<file path="src/verilog/conv_pkg.sv">
`default_nettype none

package conv_pkg;

    // Controller phases of one band.
    typedef enum logic [1:0] {
        ST_LOAD  = 2'd0,
        ST_CONV  = 2'd1,
        ST_DRAIN = 2'd2
    } conv_state_e;

    localparam int KERNEL_TAPS = 9;  // 3x3 coefficients.
    localparam int WINDOW_ROWS = 3;

endpackage

`default_nettype wire

</file>
<file path="src/verilog/line_mem_if.sv">
`timescale 1ns/100ps
`default_nettype none

interface line_mem_if #(
    parameter int N           = 4,
    parameter int IMG_W       = 16,
    parameter int BITS_IMAGEN = 8
);
    localparam int ADDR_W = $clog2(IMG_W);

    logic [N+1:0]                 we;     // One enable per line memory.
    logic [ADDR_W-1:0]            waddr;
    logic [BITS_IMAGEN-1:0]       wdata;
    logic [ADDR_W-1:0]            raddr;
    logic [(N+2)*BITS_IMAGEN-1:0] rdata;  // Memory m in slice m.

    modport writer (output we, output waddr, output wdata, output raddr);
    modport mem    (input we, input waddr, input wdata, input raddr, output rdata);
    modport reader (input rdata);

endinterface

`default_nettype wire

</file>
<file path="src/verilog/conv_array_top.sv">
`timescale 1ns/100ps
`default_nettype none

module conv_array_top #(
    parameter int N           = 4,
    parameter int IMG_W       = 16,
    parameter int BANDS       = 3,
    parameter int BITS_IMAGEN = 8,
    parameter int BITS_COEF   = 4,
    parameter int BITS_DATA   = 16
) (
    input  wire                                       i_clk,
    input  wire                                       i_arst_n,
    input  wire [conv_pkg::KERNEL_TAPS*BITS_COEF-1:0] i_kernel,
    input  wire [BITS_IMAGEN-1:0]                     i_pix,
    input  wire                                       i_pix_valid,
    output logic                                      o_load_ready,
    output logic [BITS_DATA-1:0]                      o_res,
    output logic                                      o_res_valid,
    output logic                                      o_frame_done
);
    localparam int SUB_W    = $clog2(N/2 + 1);
    localparam int TRIPLE_W = conv_pkg::WINDOW_ROWS * BITS_IMAGEN;

    logic [SUB_W-1:0]      substate;
    logic                  col_valid;
    logic                  start_drain;
    logic                  drain_done;
    logic [N*TRIPLE_W-1:0] windows;
    logic [N*BITS_DATA-1:0] res;
    logic                  res_valid;

    line_mem_if #(.N(N), .IMG_W(IMG_W), .BITS_IMAGEN(BITS_IMAGEN)) mem_bus ();

    conv_sequencer #(.N(N), .IMG_W(IMG_W), .BANDS(BANDS), .BITS_IMAGEN(BITS_IMAGEN)) u_seq (
        .i_clk         (i_clk),
        .i_arst_n      (i_arst_n),
        .i_pix         (i_pix),
        .i_pix_valid   (i_pix_valid),
        .o_load_ready  (o_load_ready),
        .bus           (mem_bus.writer),
        .o_substate    (substate),
        .o_col_valid   (col_valid),
        .o_start_drain (start_drain),
        .i_drain_done  (drain_done),
        .o_frame_done  (o_frame_done)
    );

    line_mem_bank #(.N(N), .IMG_W(IMG_W), .BITS_IMAGEN(BITS_IMAGEN)) u_bank (
        .i_clk (i_clk),
        .bus   (mem_bus.mem)
    );

    mux_array #(.N(N), .BITS_IMAGEN(BITS_IMAGEN)) u_mux (
        .bus        (mem_bus.reader),
        .i_substate (substate),
        .o_windows  (windows)
    );

    // All lanes run in lockstep, lane 0 supplies the strobe.
    for (genvar i = 0; i < N; i++) begin : g_lane
        if (i == 0) begin : g_lead
            conv_window_unit #(
                .BITS_IMAGEN(BITS_IMAGEN), .BITS_COEF(BITS_COEF), .BITS_DATA(BITS_DATA)
            ) u_conv (
                .i_clk       (i_clk),
                .i_arst_n    (i_arst_n),
                .i_kernel    (i_kernel),
                .i_column    (windows[i*TRIPLE_W +: TRIPLE_W]),
                .i_col_valid (col_valid),
                .o_res       (res[i*BITS_DATA +: BITS_DATA]),
                .o_res_valid (res_valid)
            );
        end else begin : g_follow
            conv_window_unit #(
                .BITS_IMAGEN(BITS_IMAGEN), .BITS_COEF(BITS_COEF), .BITS_DATA(BITS_DATA)
            ) u_conv (
                .i_clk       (i_clk),
                .i_arst_n    (i_arst_n),
                .i_kernel    (i_kernel),
                .i_column    (windows[i*TRIPLE_W +: TRIPLE_W]),
                .i_col_valid (col_valid),
                .o_res       (res[i*BITS_DATA +: BITS_DATA]),
                .o_res_valid ()
            );
        end
    end

    result_drain #(.N(N), .IMG_W(IMG_W), .BITS_DATA(BITS_DATA)) u_drain (
        .i_clk         (i_clk),
        .i_arst_n      (i_arst_n),
        .i_res         (res),
        .i_res_valid   (res_valid),
        .i_start_drain (start_drain),
        .o_res         (o_res),
        .o_res_valid   (o_res_valid),
        .o_drain_done  (drain_done)
    );

endmodule

`default_nettype wire

</file>
<file path="src/verilog/conv_sequencer.sv">
`timescale 1ns/100ps
`default_nettype none

module conv_sequencer #(
    parameter int N           = 4,
    parameter int IMG_W       = 16,
    parameter int BANDS       = 3,
    parameter int BITS_IMAGEN = 8
) (
    input  wire                           i_clk,
    input  wire                           i_arst_n,
    input  wire [BITS_IMAGEN-1:0]         i_pix,
    input  wire                           i_pix_valid,
    output logic                          o_load_ready,
    line_mem_if.writer                    bus,
    output logic [$clog2(N/2+1)-1:0]      o_substate,
    output logic                          o_col_valid,
    output logic                          o_start_drain,
    input  wire                           i_drain_done,
    output logic                          o_frame_done
);
    localparam int SUB    = N/2 + 1;
    localparam int SUB_W  = $clog2(SUB);
    localparam int MEMS   = N + 2;
    localparam int MEM_W  = $clog2(MEMS);
    localparam int ROW_W  = $clog2(N + 3);
    localparam int COL_W  = $clog2(IMG_W);
    localparam int CNT_W  = $clog2(IMG_W + 3);
    localparam int BAND_W = (BANDS > 1) ? $clog2(BANDS) : 1;

    conv_pkg::conv_state_e state;
    logic [COL_W-1:0]      col;
    logic [MEM_W-1:0]      mem_sel;    // Image row mod (N+2).
    logic [ROW_W-1:0]      rows_done;
    logic [ROW_W-1:0]      rows_needed;
    logic [CNT_W-1:0]      conv_cnt;
    logic [BAND_W-1:0]     band;
    logic                  pix_take;
    logic                  row_end;
    logic                  load_end;
    logic                  last_band;

    assign pix_take    = i_pix_valid && (state == conv_pkg::ST_LOAD);
    assign row_end     = (col == COL_W'(IMG_W - 1));
    assign rows_needed = (band == '0) ? ROW_W'(N + conv_pkg::WINDOW_ROWS - 1) : ROW_W'(N);
    assign load_end    = pix_take && row_end && (rows_done == rows_needed - 1'b1);
    assign last_band   = (band == BAND_W'(BANDS - 1));

    assign o_load_ready  = (state == conv_pkg::ST_LOAD);
    // Read latency plus result register after the last column.
    assign o_start_drain = (state == conv_pkg::ST_CONV) && (conv_cnt == CNT_W'(IMG_W + 2));

    assign bus.we    = pix_take ? (MEMS'(1) << mem_sel) : '0;
    assign bus.waddr = col;
    assign bus.wdata = i_pix;
    assign bus.raddr = conv_cnt[COL_W-1:0];

    always_ff @(posedge i_clk or negedge i_arst_n) begin
        if (!i_arst_n) begin
            state        <= conv_pkg::ST_LOAD;
            col          <= '0;
            mem_sel      <= '0;
            rows_done    <= '0;
            conv_cnt     <= '0;
            band         <= '0;
            o_substate   <= '0;
            o_col_valid  <= 1'b0;
            o_frame_done <= 1'b0;
        end else begin
            o_col_valid  <= (state == conv_pkg::ST_CONV) && (conv_cnt < CNT_W'(IMG_W));
            o_frame_done <= 1'b0;
            case (state)
                conv_pkg::ST_LOAD: begin
                    if (pix_take) begin
                        col <= row_end ? '0 : col + 1'b1;
                        if (row_end) begin
                            mem_sel   <= (mem_sel == MEM_W'(N + 1)) ? '0 : mem_sel + 1'b1;
                            rows_done <= rows_done + 1'b1;
                        end
                        if (load_end) begin
                            rows_done <= '0;
                            conv_cnt  <= '0;
                            state     <= conv_pkg::ST_CONV;
                        end
                    end
                end
                conv_pkg::ST_CONV: begin
                    conv_cnt <= conv_cnt + 1'b1;
                    if (o_start_drain) begin
                        state <= conv_pkg::ST_DRAIN;
                    end
                end
                conv_pkg::ST_DRAIN: begin
                    if (i_drain_done) begin
                        state <= conv_pkg::ST_LOAD;
                        if (last_band) begin
                            // New frame starts at memory 0.
                            band         <= '0;
                            o_substate   <= '0;
                            mem_sel      <= '0;
                            o_frame_done <= 1'b1;
                        end else begin
                            band       <= band + 1'b1;
                            o_substate <= (o_substate == SUB_W'(SUB - 1)) ? '0 : o_substate + 1'b1;
                        end
                    end
                end
                default: state <= conv_pkg::ST_LOAD;
            endcase
        end
    end

    a_pix_in_load: assert property (@(posedge i_clk) disable iff (!i_arst_n)
        i_pix_valid |-> state == conv_pkg::ST_LOAD)
        else $error("Pixel offered while not loading.");

endmodule

`default_nettype wire

</file>
<file path="src/verilog/conv_window_unit.sv">
`timescale 1ns/100ps
`default_nettype none

module conv_window_unit #(
    parameter int BITS_IMAGEN = 8,
    parameter int BITS_COEF   = 4,
    parameter int BITS_DATA   = 16
) (
    input  wire                                           i_clk,
    input  wire                                           i_arst_n,
    input  wire [conv_pkg::KERNEL_TAPS*BITS_COEF-1:0]     i_kernel,
    input  wire [conv_pkg::WINDOW_ROWS*BITS_IMAGEN-1:0]   i_column,
    input  wire                                           i_col_valid,
    output logic [BITS_DATA-1:0]                          o_res,
    output logic                                          o_res_valid
);
    localparam int ROWS   = conv_pkg::WINDOW_ROWS;
    localparam int COL_W  = ROWS * BITS_IMAGEN;
    localparam int HIST_W = (ROWS - 1) * COL_W;
    localparam int CNT_W  = $clog2(ROWS);

    logic [HIST_W-1:0]           hist;     // Oldest column in the low bits.
    logic [ROWS*COL_W-1:0]       win;
    logic [CNT_W-1:0]            col_cnt;
    logic                        full;
    logic signed [BITS_DATA-1:0] acc;

    assign win  = {i_column, hist};
    assign full = (col_cnt == CNT_W'(ROWS - 1));

    always_comb begin
        logic signed [BITS_COEF-1:0] coef;
        logic signed [BITS_IMAGEN:0] pix;
        acc = '0;
        for (int dr = 0; dr < ROWS; dr++) begin
            for (int dc = 0; dc < ROWS; dc++) begin
                coef = i_kernel[(dr*ROWS + dc)*BITS_COEF +: BITS_COEF];
                pix  = {1'b0, win[dc*COL_W + dr*BITS_IMAGEN +: BITS_IMAGEN]};
                acc  = acc + coef * pix;
            end
        end
    end

    always_ff @(posedge i_clk or negedge i_arst_n) begin
        if (!i_arst_n) begin
            col_cnt     <= '0;
            o_res_valid <= 1'b0;
        end else begin
            o_res_valid <= i_col_valid && full;
            if (!i_col_valid) begin
                col_cnt <= '0;  // Row sweep over.
            end else if (!full) begin
                col_cnt <= col_cnt + 1'b1;
            end
        end
    end

    always_ff @(posedge i_clk) begin
        if (i_col_valid) begin
            hist <= {i_column, hist[HIST_W-1:COL_W]};
            if (full) begin
                o_res <= acc;
            end
        end
    end

endmodule

`default_nettype wire

</file>
<file path="src/verilog/line_mem_bank.sv">
`timescale 1ns/100ps
`default_nettype none

module line_mem_bank #(
    parameter int N           = 4,
    parameter int IMG_W       = 16,
    parameter int BITS_IMAGEN = 8
) (
    input  wire         i_clk,
    line_mem_if.mem     bus
);

    for (genvar m = 0; m < N + 2; m++) begin : g_line
        logic [BITS_IMAGEN-1:0] cells [IMG_W];
        logic [BITS_IMAGEN-1:0] rd_q;

        always_ff @(posedge i_clk) begin
            if (bus.we[m]) begin
                cells[bus.waddr] <= bus.wdata;
            end
            rd_q <= cells[bus.raddr];  // Shared address, one cycle.
        end

        assign bus.rdata[m*BITS_IMAGEN +: BITS_IMAGEN] = rd_q;
    end

    // A pixel lands in exactly one ring slot.
    a_one_write: assert property (@(posedge i_clk) $onehot0(bus.we))
        else $error("More than one line memory written.");

endmodule

`default_nettype wire

</file>
<file path="src/verilog/mux_array.sv">
`timescale 1ns/100ps
`default_nettype none

module mux_array #(
    parameter int N           = 4,
    parameter int BITS_IMAGEN = 8
) (
    line_mem_if.reader                                    bus,
    input  wire [$clog2(N/2+1)-1:0]                       i_substate,
    output logic [N*conv_pkg::WINDOW_ROWS*BITS_IMAGEN-1:0] o_windows
);
    localparam int SUB      = N/2 + 1;
    localparam int ROWS     = conv_pkg::WINDOW_ROWS;
    localparam int TRIPLE_W = ROWS * BITS_IMAGEN;

    for (genvar i = 0; i < N; i++) begin : g_conv
        logic [TRIPLE_W-1:0] cand [SUB];

        // Sub-state j places band rows on memories N*j+i onward.
        for (genvar j = 0; j < SUB; j++) begin : g_sub
            for (genvar k = 0; k < ROWS; k++) begin : g_row
                assign cand[j][k*BITS_IMAGEN +: BITS_IMAGEN] =
                    bus.rdata[((N*j + i + k) % (N + 2))*BITS_IMAGEN +: BITS_IMAGEN];
            end
        end

        assign o_windows[i*TRIPLE_W +: TRIPLE_W] = cand[i_substate];
    end

    always_comb begin
        a_sub_range: assert (i_substate < SUB)
            else $error("Sub-state beyond ring rotation.");
    end

endmodule

`default_nettype wire

</file>
<file path="src/verilog/result_drain.sv">
`timescale 1ns/100ps
`default_nettype none

module result_drain #(
    parameter int N         = 4,
    parameter int IMG_W     = 16,
    parameter int BITS_DATA = 16
) (
    input  wire                   i_clk,
    input  wire                   i_arst_n,
    input  wire [N*BITS_DATA-1:0] i_res,
    input  wire                   i_res_valid,
    input  wire                   i_start_drain,
    output logic [BITS_DATA-1:0]  o_res,
    output logic                  o_res_valid,
    output logic                  o_drain_done
);
    localparam int OUT_W = IMG_W - conv_pkg::WINDOW_ROWS + 1;
    localparam int COL_W = $clog2(OUT_W);
    localparam int ROW_W = (N > 1) ? $clog2(N) : 1;

    logic [BITS_DATA-1:0]  rbuf [N][OUT_W];
    logic [COL_W-1:0]      wr_col;
    logic [COL_W-1:0]      rd_col;
    logic [ROW_W-1:0]      rd_row;
    logic                  rd_last;
    conv_pkg::conv_state_e phase;  // ST_CONV collects, ST_DRAIN reads.

    assign rd_last = (rd_row == ROW_W'(N - 1)) && (rd_col == COL_W'(OUT_W - 1));

    always_ff @(posedge i_clk) begin
        if (i_res_valid) begin
            for (int i = 0; i < N; i++) begin
                rbuf[i][wr_col] <= i_res[i*BITS_DATA +: BITS_DATA];
            end
        end
        if (phase == conv_pkg::ST_DRAIN) begin
            o_res <= rbuf[rd_row][rd_col];
        end
    end

    always_ff @(posedge i_clk or negedge i_arst_n) begin
        if (!i_arst_n) begin
            phase        <= conv_pkg::ST_CONV;
            wr_col       <= '0;
            rd_col       <= '0;
            rd_row       <= '0;
            o_res_valid  <= 1'b0;
            o_drain_done <= 1'b0;
        end else begin
            o_res_valid  <= (phase == conv_pkg::ST_DRAIN);
            o_drain_done <= (phase == conv_pkg::ST_DRAIN) && rd_last;
            if (i_res_valid) begin
                wr_col <= (wr_col == COL_W'(OUT_W - 1)) ? '0 : wr_col + 1'b1;
            end
            if (i_start_drain) begin
                phase  <= conv_pkg::ST_DRAIN;
                rd_row <= '0;
                rd_col <= '0;
            end else if (phase == conv_pkg::ST_DRAIN) begin
                if (rd_col == COL_W'(OUT_W - 1)) begin
                    rd_col <= '0;
                    rd_row <= rd_row + 1'b1;  // Next band row.
                end else begin
                    rd_col <= rd_col + 1'b1;
                end
                if (rd_last) begin
                    phase <= conv_pkg::ST_CONV;
                end
            end
        end
    end

    a_no_restart: assert property (@(posedge i_clk) disable iff (!i_arst_n)
        i_start_drain |-> phase != conv_pkg::ST_DRAIN)
        else $error("Drain restarted before finishing.");

    // Convolvers must be idle while the buffer is read out.
    a_quiet_in_drain: assert property (@(posedge i_clk) disable iff (!i_arst_n)
        i_res_valid |-> phase != conv_pkg::ST_DRAIN)
        else $error("Result arrived during drain.");

endmodule

`default_nettype wire
</file>
<file path="config.mk">
export PLATFORM = sky130hd
export DESIGN_NAME = conv_array_top
export DESIGN_NICKNAME = d
export VERILOG_FILES = /design/src/verilog/conv_pkg.sv /design/src/verilog/line_mem_if.sv /design/src/verilog/conv_array_top.sv /design/src/verilog/conv_sequencer.sv /design/src/verilog/conv_window_unit.sv /design/src/verilog/line_mem_bank.sv /design/src/verilog/mux_array.sv /design/src/verilog/result_drain.sv
export SDC_FILE = /design/constraint.sdc
export NUM_CORES = 2
export LEC_CHECK = 0
export ABC_AREA = 1
export BUFFER_PORTS_ARGS = -buffer_cell sky130_fd_sc_hd__buf_2
export CAP_MARGIN = 20
export CORE_ASPECT_RATIO = 1.4
export CORE_UTILIZATION = 55
export CTS_CLUSTER_DIAMETER = 40
export DETAILED_ROUTE_END_ITERATION = 6
export PLACE_DENSITY = 0.84
export SKIP_LAST_GASP = 1
export SYNTH_ARGS = -nofsm -noshare
export SYNTH_HDL_FRONTEND = slang
export SYNTH_SLANG_ARGS = --single-unit
export TNS_END_PERCENT = 100
</file>
<file path="constraint.sdc">
create_clock -name i_clk -period 7.5 [get_ports i_clk]
set_clock_uncertainty 0.2 [all_clocks]
set_input_delay 0 -clock i_clk [delete_from_list [all_inputs] [get_ports i_clk]]
set_output_delay 0 -clock i_clk [all_outputs]
set_load 0.01 [all_outputs]
</file>
* Word level (Yosys, flattened, before mapping)
Memories as Yosys holds them, arrays and structs flattened. A register that Yosys moved wholly into a read port is not among the register bits.
Index checks and enable logic that the tools add are counted.
** Word-level totals
- Register bits :: 318
- Bits in latches :: 0
- RAM bits :: 1664
- Memory bits (read-only) :: 0
- Input bits :: 47
- Output and inout port bits :: 19
- Memories :: 7
** Cells by class
- $add $sub $neg :: 46
- Multiply operators :: 36
- Divide/modulo/power cells :: 0
- Magnitude comparators :: 5
- Equality and inequality tests :: 26
- Shift-type cells :: 1
- Multiplexer cells :: 74
- Bitwise gates (word level) :: 3
- Reduce and logical (&&, ||, !) cells :: 29
** Memory list
- u_drain.rbuf :: words 4, bits a word 224, read ports 1, clocked after Yosys merged registers in 0, wr ports 4, line result_drain.sv:22 : logic [BITS_DATA-1:0] rbuf [N][OUT_W];
- u_bank.g_line[0].cells :: words 16, bits a word 8, read ports 1, clocked after Yosys merged registers in 1, wr ports 1, line line_mem_bank.sv:14 : logic [BITS_IMAGEN-1:0] cells [IMG_W];
- u_bank.g_line[1].cells :: words 16, bits a word 8, read ports 1, clocked after Yosys merged registers in 1, wr ports 1, line line_mem_bank.sv:14
- u_bank.g_line[2].cells :: words 16, bits a word 8, read ports 1, clocked after Yosys merged registers in 1, wr ports 1, line line_mem_bank.sv:14
- u_bank.g_line[3].cells :: words 16, bits a word 8, read ports 1, clocked after Yosys merged registers in 1, wr ports 1, line line_mem_bank.sv:14
- u_bank.g_line[4].cells :: words 16, bits a word 8, read ports 1, clocked after Yosys merged registers in 1, wr ports 1, line line_mem_bank.sv:14
- +1 memories
** Operators with widths (number)
- adder 16 bit :: 32
- multiplier 4 x 9 -> 13 bit :: 36
- 2-to-1 mux 224 bit :: 1
- binary-select mux 24 bit (select 2 bit) :: 4
- 2-to-1 mux 24 bit :: 8
- binary-select mux 16 bit (select 4 bit) :: 1
- demux 16 bit (select 4 bit) :: 1
- 2-to-1 mux 16 bit :: 3
- 2-to-1 mux 2 bit :: 22
- 2-to-1 mux 3 bit :: 7
- 2-to-1 mux 4 bit :: 5
- equality test 2 bit, second input constant :: 9
- 2-to-1 mux 1 bit :: 16
- AND reduction 2 bit :: 8
- adder 2 x 1 -> 2 bit, second input constant :: 7
- adder 4 x 1 -> 4 bit, second input constant :: 3
- equality test 4 bit, second input constant :: 3
- nonzero test 2 bit :: 6
- >= comparator 5 bit, second input constant :: 2
- 2-to-1 mux 5 bit :: 2
- != test 2 x 1 -> 1 bit, second input constant :: 5
- != test 2 bit, second input constant :: 5
- NOT 4 -> 5 bit :: 2
- one-hot mux 5 bit (2 select lines) :: 1
- 20 further kinds :: 31

* Longest topological paths before layout
- Depth after elaboration :: 12
- Gate-level depth with buffers :: 39
- Mapped depth without buffers :: 35

* By module
From an unflattened synthesis, not the netlist that was laid out.
** Unflattened totals
- Cell total of the unflattened synthesis :: 13670
- Area total of the unflattened synthesis :: 132191.8 µm²
** Modules (own cells, without submodules)
- result_drain :: instances 1, cells each 3623, area an instance 39171.3 µm², seq. area each 27737.9 µm²
- line_mem_bank :: instances 1, cells each 3276, area an instance 34275.4 µm², seq. area each 24023.0 µm²
- conv_window_unit (g_lane[0].g_lead.u_conv) :: instances 1, cells each 1602, area an instance 14092.3 µm², seq. area each 1996.9 µm²
- conv_window_unit (g_lane[2].g_follow.u_conv) :: instances 1, cells each 1560, area an instance 13968.4 µm², seq. area each 1996.9 µm²
- conv_window_unit (g_lane[1].g_follow.u_conv) :: instances 1, cells each 1541, area an instance 13884.6 µm², seq. area each 1996.9 µm²
- conv_window_unit (g_lane[3].g_follow.u_conv) :: instances 1, cells each 1548, area an instance 13873.3 µm², seq. area each 1996.9 µm²
- mux_array :: instances 1, cells each 363, area an instance 1647.8 µm², seq. area each 0.0 µm²
- conv_sequencer :: instances 1, cells each 157, area an instance 1278.7 µm², seq. area each 575.6 µm²

* Least setup slack after synthesis
OpenSTA, ideal clock, no wires.
- Path kind :: register to register
- Start point :: register u_seq.o_substate[0]
- End point :: register g_lane[1].g_follow.u_conv.o_res[14], data pin
- Library setup time :: 0.259 ns
- Data arrival time :: 6.995 ns
- Data required time :: 7.041 ns
- Path slack :: 0.046 ns
- Cell stages (with the launch flop) :: 32
- Path buffers :: 3
- Cells stage by stage :: dfrtp_1 buf_4 inv_2 buf_2 buf_2 nand3_1 nand3_1 nand2_1 fa_1 fa_1 fa_1 inv_1 ha_1 fa_1 nand3_1 nand2_1 nand4_1 nand3_1 xor2_1 fa_1 inv_1 fa_1 fa_1 inv_1 fa_1 inv_1 ha_1 a21oi_1 nor2_1 a211oi_1 nand3_1 xor2_1
** On the way
- Cells in the longest elaborated chain, start to end :: 12
** Ends and longest elaborated chain
- start, declared :: line conv_sequencer.sv:16 : output logic [$clog2(N/2+1)-1:0] o_substate,
- start signal, assigned :: line conv_sequencer.sv:104 : o_substate <= (o_substate == SUB_W'(SUB - 1)) ? '0 : o_substate + 1'b1;
- NOT 2 -> 3 bit (implied by the code) (*) :: line mux_array.sv:27 : assign o_windows[i*TRIPLE_W +: TRIPLE_W] = cand[i_substate];
- binary-select mux 24 bit (select 2 bit) (*) :: line mux_array.sv:27
- 2-to-1 mux 24 bit (implied by the code) (*) (2 in series) :: line mux_array.sv:27
- multiplier 4 x 9 -> 13 bit :: line conv_window_unit.sv:39 : acc = acc + coef * pix;
- adder 16 bit (6 in series) :: line conv_window_unit.sv:39
- adder 16 bit (*) :: line conv_window_unit.sv:39
- via g_lane[1].g_follow.u_conv.acc[14] :: line conv_window_unit.sv:26 : logic signed [BITS_DATA-1:0] acc;
- end signal, assigned :: line conv_window_unit.sv:62 : o_res <= acc;
- end, declared :: line conv_window_unit.sv:14 : output logic [BITS_DATA-1:0] o_res,
The timed path passes the listed nets; every way through them passes the cells marked *. The select of a mux whose other input is x is not followed.
A chain may end at the register's enable or synchronous reset.

* Worst setup path in the final report
- Start point :: register u_seq.o_substate[1]
- End point :: register g_lane[1].g_follow.u_conv.o_res[14], data pin
The elaborated chain is that of the path after synthesis.

==> summary.txt <==
Yosys
  • Synthesized net count: 14.62k
  • Synth Area per Inst: 9.931 um2
  • Yosys warns: 0
  • Cell with the most instances after synthesis: nand2_1
  • Seq cells post-synth: 1,934
  • Post-synth top flop: edfxtp_1
  • Sequential fraction of the synthesis area: 45.28%
  • Number of synthesized flops with an enable pin: 1,840
  • Gate Count Post-Synth: 12.76k
  • Yosys top cell area share: 43.61%
  • Asr flop ratio synth: 2.378%
  • Area leader, netlist: edfxtp_1
  • Mapped Area: 0.1267 mm2
  • Synth cell count leaders: nand2_1 (2,769), inv_1 (2,086), edfxtp_1 (1,840)
  • Area contributors post-synth: edfxtp_1 (44%), fa_1 (13%), ha_1 (9.6%)
  • Synth cell types: 52

CTS
  • # H-tree levels: 4
  • CTS tree: built
  • Clock transition at path regs: 0.07 ns
  • Clk root buf: clkbuf_16
  • CTS buffer count: 220
  • Worst skew pair latency: 0.92 ns
  • Max clock buf depth: 4
  • Num Clock Sinks: 1,934

Floorplan
  • I/O pin cnt: 66
  • Initial core utilization: 55.26%
  • Die width: 407.6 um
  • Die footprint: 0.2323 mm2
  • Die Y-Extent: 569.9 um
  • Row cnt: 208
  • CORE AREA: 0.2293 mm2

Final layout
  • Fillers: 16.85k
  • Share of layout cells above drive strength 1: 11.16%
  • Final instance area: 0.1431 mm2
  • Layout area overhead: 12.94%
  • Number of non-filler instances in the completed layout: 16.40k
  • Total Nets Final: 15.02k

Critical path
  • Data required, critical path: 7.96 ns
  • Slowest stage delay, CP: 0.54 ns
  • Slowest CP cell: fa_1
  • CP top delay family: adder cells
  • CP Launch Type: flip-flop
  • Crit path capture type: flip-flop
  • CP arrival: 8.22 ns
  • Cell repeated most along the worst path: fa_1
  • Worst Path Buf+Inv: 8
  • CP max FO: 6
  • CP Class: reg2reg

Timing
  • Final setup margin: -0.2613 ns
  • Max-slew headroom: 19.65%
  • Final setup violating endpoints: 22
  • Fin crit period: 7.761 ns
  • FMAX: 128.8 MHz
  • Fin. max-slew vios: 0
  • RSZ-0062 raised after global routing: true
  • Final Hold Viols: 0
  • Setup total negative slack: -2.407 ns
  • Actual slew at the worst max-slew pin: 1.204 ns
  • Fin crit share: 103.5%

Route
  • Wire per inst: 22.09 um
  • First-pass iteration count of the detailed router: 7
  • Post-DRT Antenna Nets: 0
  • Post-Route WL: 362.2 mm
  • Vias per cell: 5.762
  • Initial drt markers: 10.02k
  • DR vias: 94.47k
  • Drt drc: 3

Min path
  • Hold Crit Class: in2async

Power
  • Power density cells: 520.9 mW/mm2
  • VDD IR max: 0.002368 V
  • Leakage: 65.45 nW

Run status
  • Outcome: finished, violations left
  • Failing checks: design-rule violations, negative setup slack

Placed design
  • DP Wirelength: 252.4 mm
  • Port Buffers: 65
  • Pre-CTS WS: -0.3561 ns
  • Placed cells: 15.94k
  • Final Wtd Congestion: 1.017
  • Area after DPL: 0.1332 mm2

Global route
  • Initial antenna violation count: 41
  • GRT overflow: 0
  • Gr usage total: 30.54%
  • First-pass GRT wire length: 539.5 mm
  • Vias in the first global route: 94.63k
  • Pin count of the biggest net entering global routing: 239

Flow run
  • Max cap viols: 0
## sequential cells by signal, indices dropped and copies added (netlist names), 3 cells and up
| name | count |
|---|---|
| u_seq.bus.waddr | 4 |
| g_lane.g_lead.u_conv.hist | 47 |
| g_lane.g_lead.u_conv.o_res | 16 |
| u_drain.rbuf | 896 |
| g_lane.g_follow.u_conv.col_cnt | 6 |
| u_drain.o_res | 16 |
| u_seq.conv_cnt | 5 |
| u_bank.g_line.cells | 768 |
| u_drain.wr_col | 4 |
| u_bank.g_line.rd_q | 48 |
| u_seq.rows_done | 3 |
| u_seq.mem_sel | 3 |
| g_lane.g_follow.u_conv.o_res | 48 |
| g_lane.g_follow.u_conv.hist | 49 |
| u_drain.rd_col | 4 |
## logic make-up (layout without fill, tap and decap cells)
| family | Yosys count | in the layout | share of synthesized area (%) |
|---|---|---|---|
| DFF | 1934 | 1934 | 45.28 |
| other | 0 | 12 | 0 |
| and+or+nand+nor | 4728 | 4728 | 14.85 |
| xor gates and xnor gates | 333 | 333 | 2.302 |
| buffers and inverters | 2631 | 3212 | 8.278 |
| adders and majority gates | 1817 | 1817 | 22.92 |
| AOI/OAI and AO/OA | 1315 | 1315 | 6.373 |
## stage by stage
stage	hold slack, ns	utilization [%]	power (mW)
floorplan	-0.4956	-	34.84
global placement	-0.01131	58.10	49.64
detailed placement	-0.008720	58.10	50.31
CTS	0.1263	61.74	64.70
global route	0.1661	62.40	78.57
finish	0.1822	62.41	74.55
## layout by cell type, fill, tap and decap left out, drive strengths merged, types with 147 or more instances in the layout
cell	instances
a21oi	323
buf	696
clkbuf	255
edfxtp	1840
fa	840
ha	977
inv	2130
nand2	2771
nand3	489
nor2	1280
o21ai	549
o32ai	192
xnor2	147
xor2	186
## routing by layer
layer | GRT usage (%) | share of wire [%]
met5 | 0 | 0.095
met2 | 52.11 | 48
met3 | 5.888 | 8.7
met1 | 32.57 | 32
met4 | 26.20 | 10
## worst register-to-register path: cells and delay by family, from the launching register on
kind,cells,cell delay (ns)
adders and majority gates,10,4.28
and+or+nand+nor,8,0.84
buffers and inverters,8,0.78
AOI/OAI and AO/OA,3,0.67
DFF,1,0.45
xor gates and xnor gates,2,0.32
## timing repair
item	CTS	global route
hold buffers	14	0
setup buffers	14	16
pin swaps	72	121
gates resized for setup	179	309
gates cloned	1	0
hold endpoints to repair	846	0
endpoints found under the setup margin	40	41
## final cells by class
class / instances / area (um2) / share of cell area (%)
inverter: 2101 / 7920 / 5.535
sequential: 1934 / 57390 / 40.10
clock inverter: 146 / 1528 / 1.068
tap: 3045 / 3810 / 2.662
clock buffer: 255 / 5707 / 3.988
timing repair buffer: 710 / 5727 / 4.002
multi-input combinational: 8193 / 60990 / 42.62
antenna: 12 / 30.03 / 0.02098
## power by group
part / internal, mW / total (mW) / switching [mW]
Clock: 6.08 / 10.7 / 4.59
Combinational: 23.3 / 50.5 / 27.2
Sequential: 13.4 / 13.4 / 0
Total: 42.8 / 74.5 / 31.8
## final timing paths
check                           cells past startpoint                                  end                start  slack [ns]
min in group i_clk                                  6   g_lane[2].g_follow.u_conv.o_res[0]         i_kernel[16]        0.19
worst max-delay path                               31  g_lane[1].g_follow.u_conv.o_res[14]  u_seq.o_substate[1]       -0.26
max in group asynchronous                           4                    u_drain.rd_row[1]             i_arst_n        6.22
worst min-delay path                                4                   u_seq.o_frame_done             i_arst_n        0.18
worst max register to register                     31  g_lane[1].g_follow.u_conv.o_res[14]  u_seq.o_substate[1]       -0.26
worst min register to register                      1                   u_seq.rows_done[0]   u_seq.rows_done[0]        0.32
(Power assumes the default switching activity.)
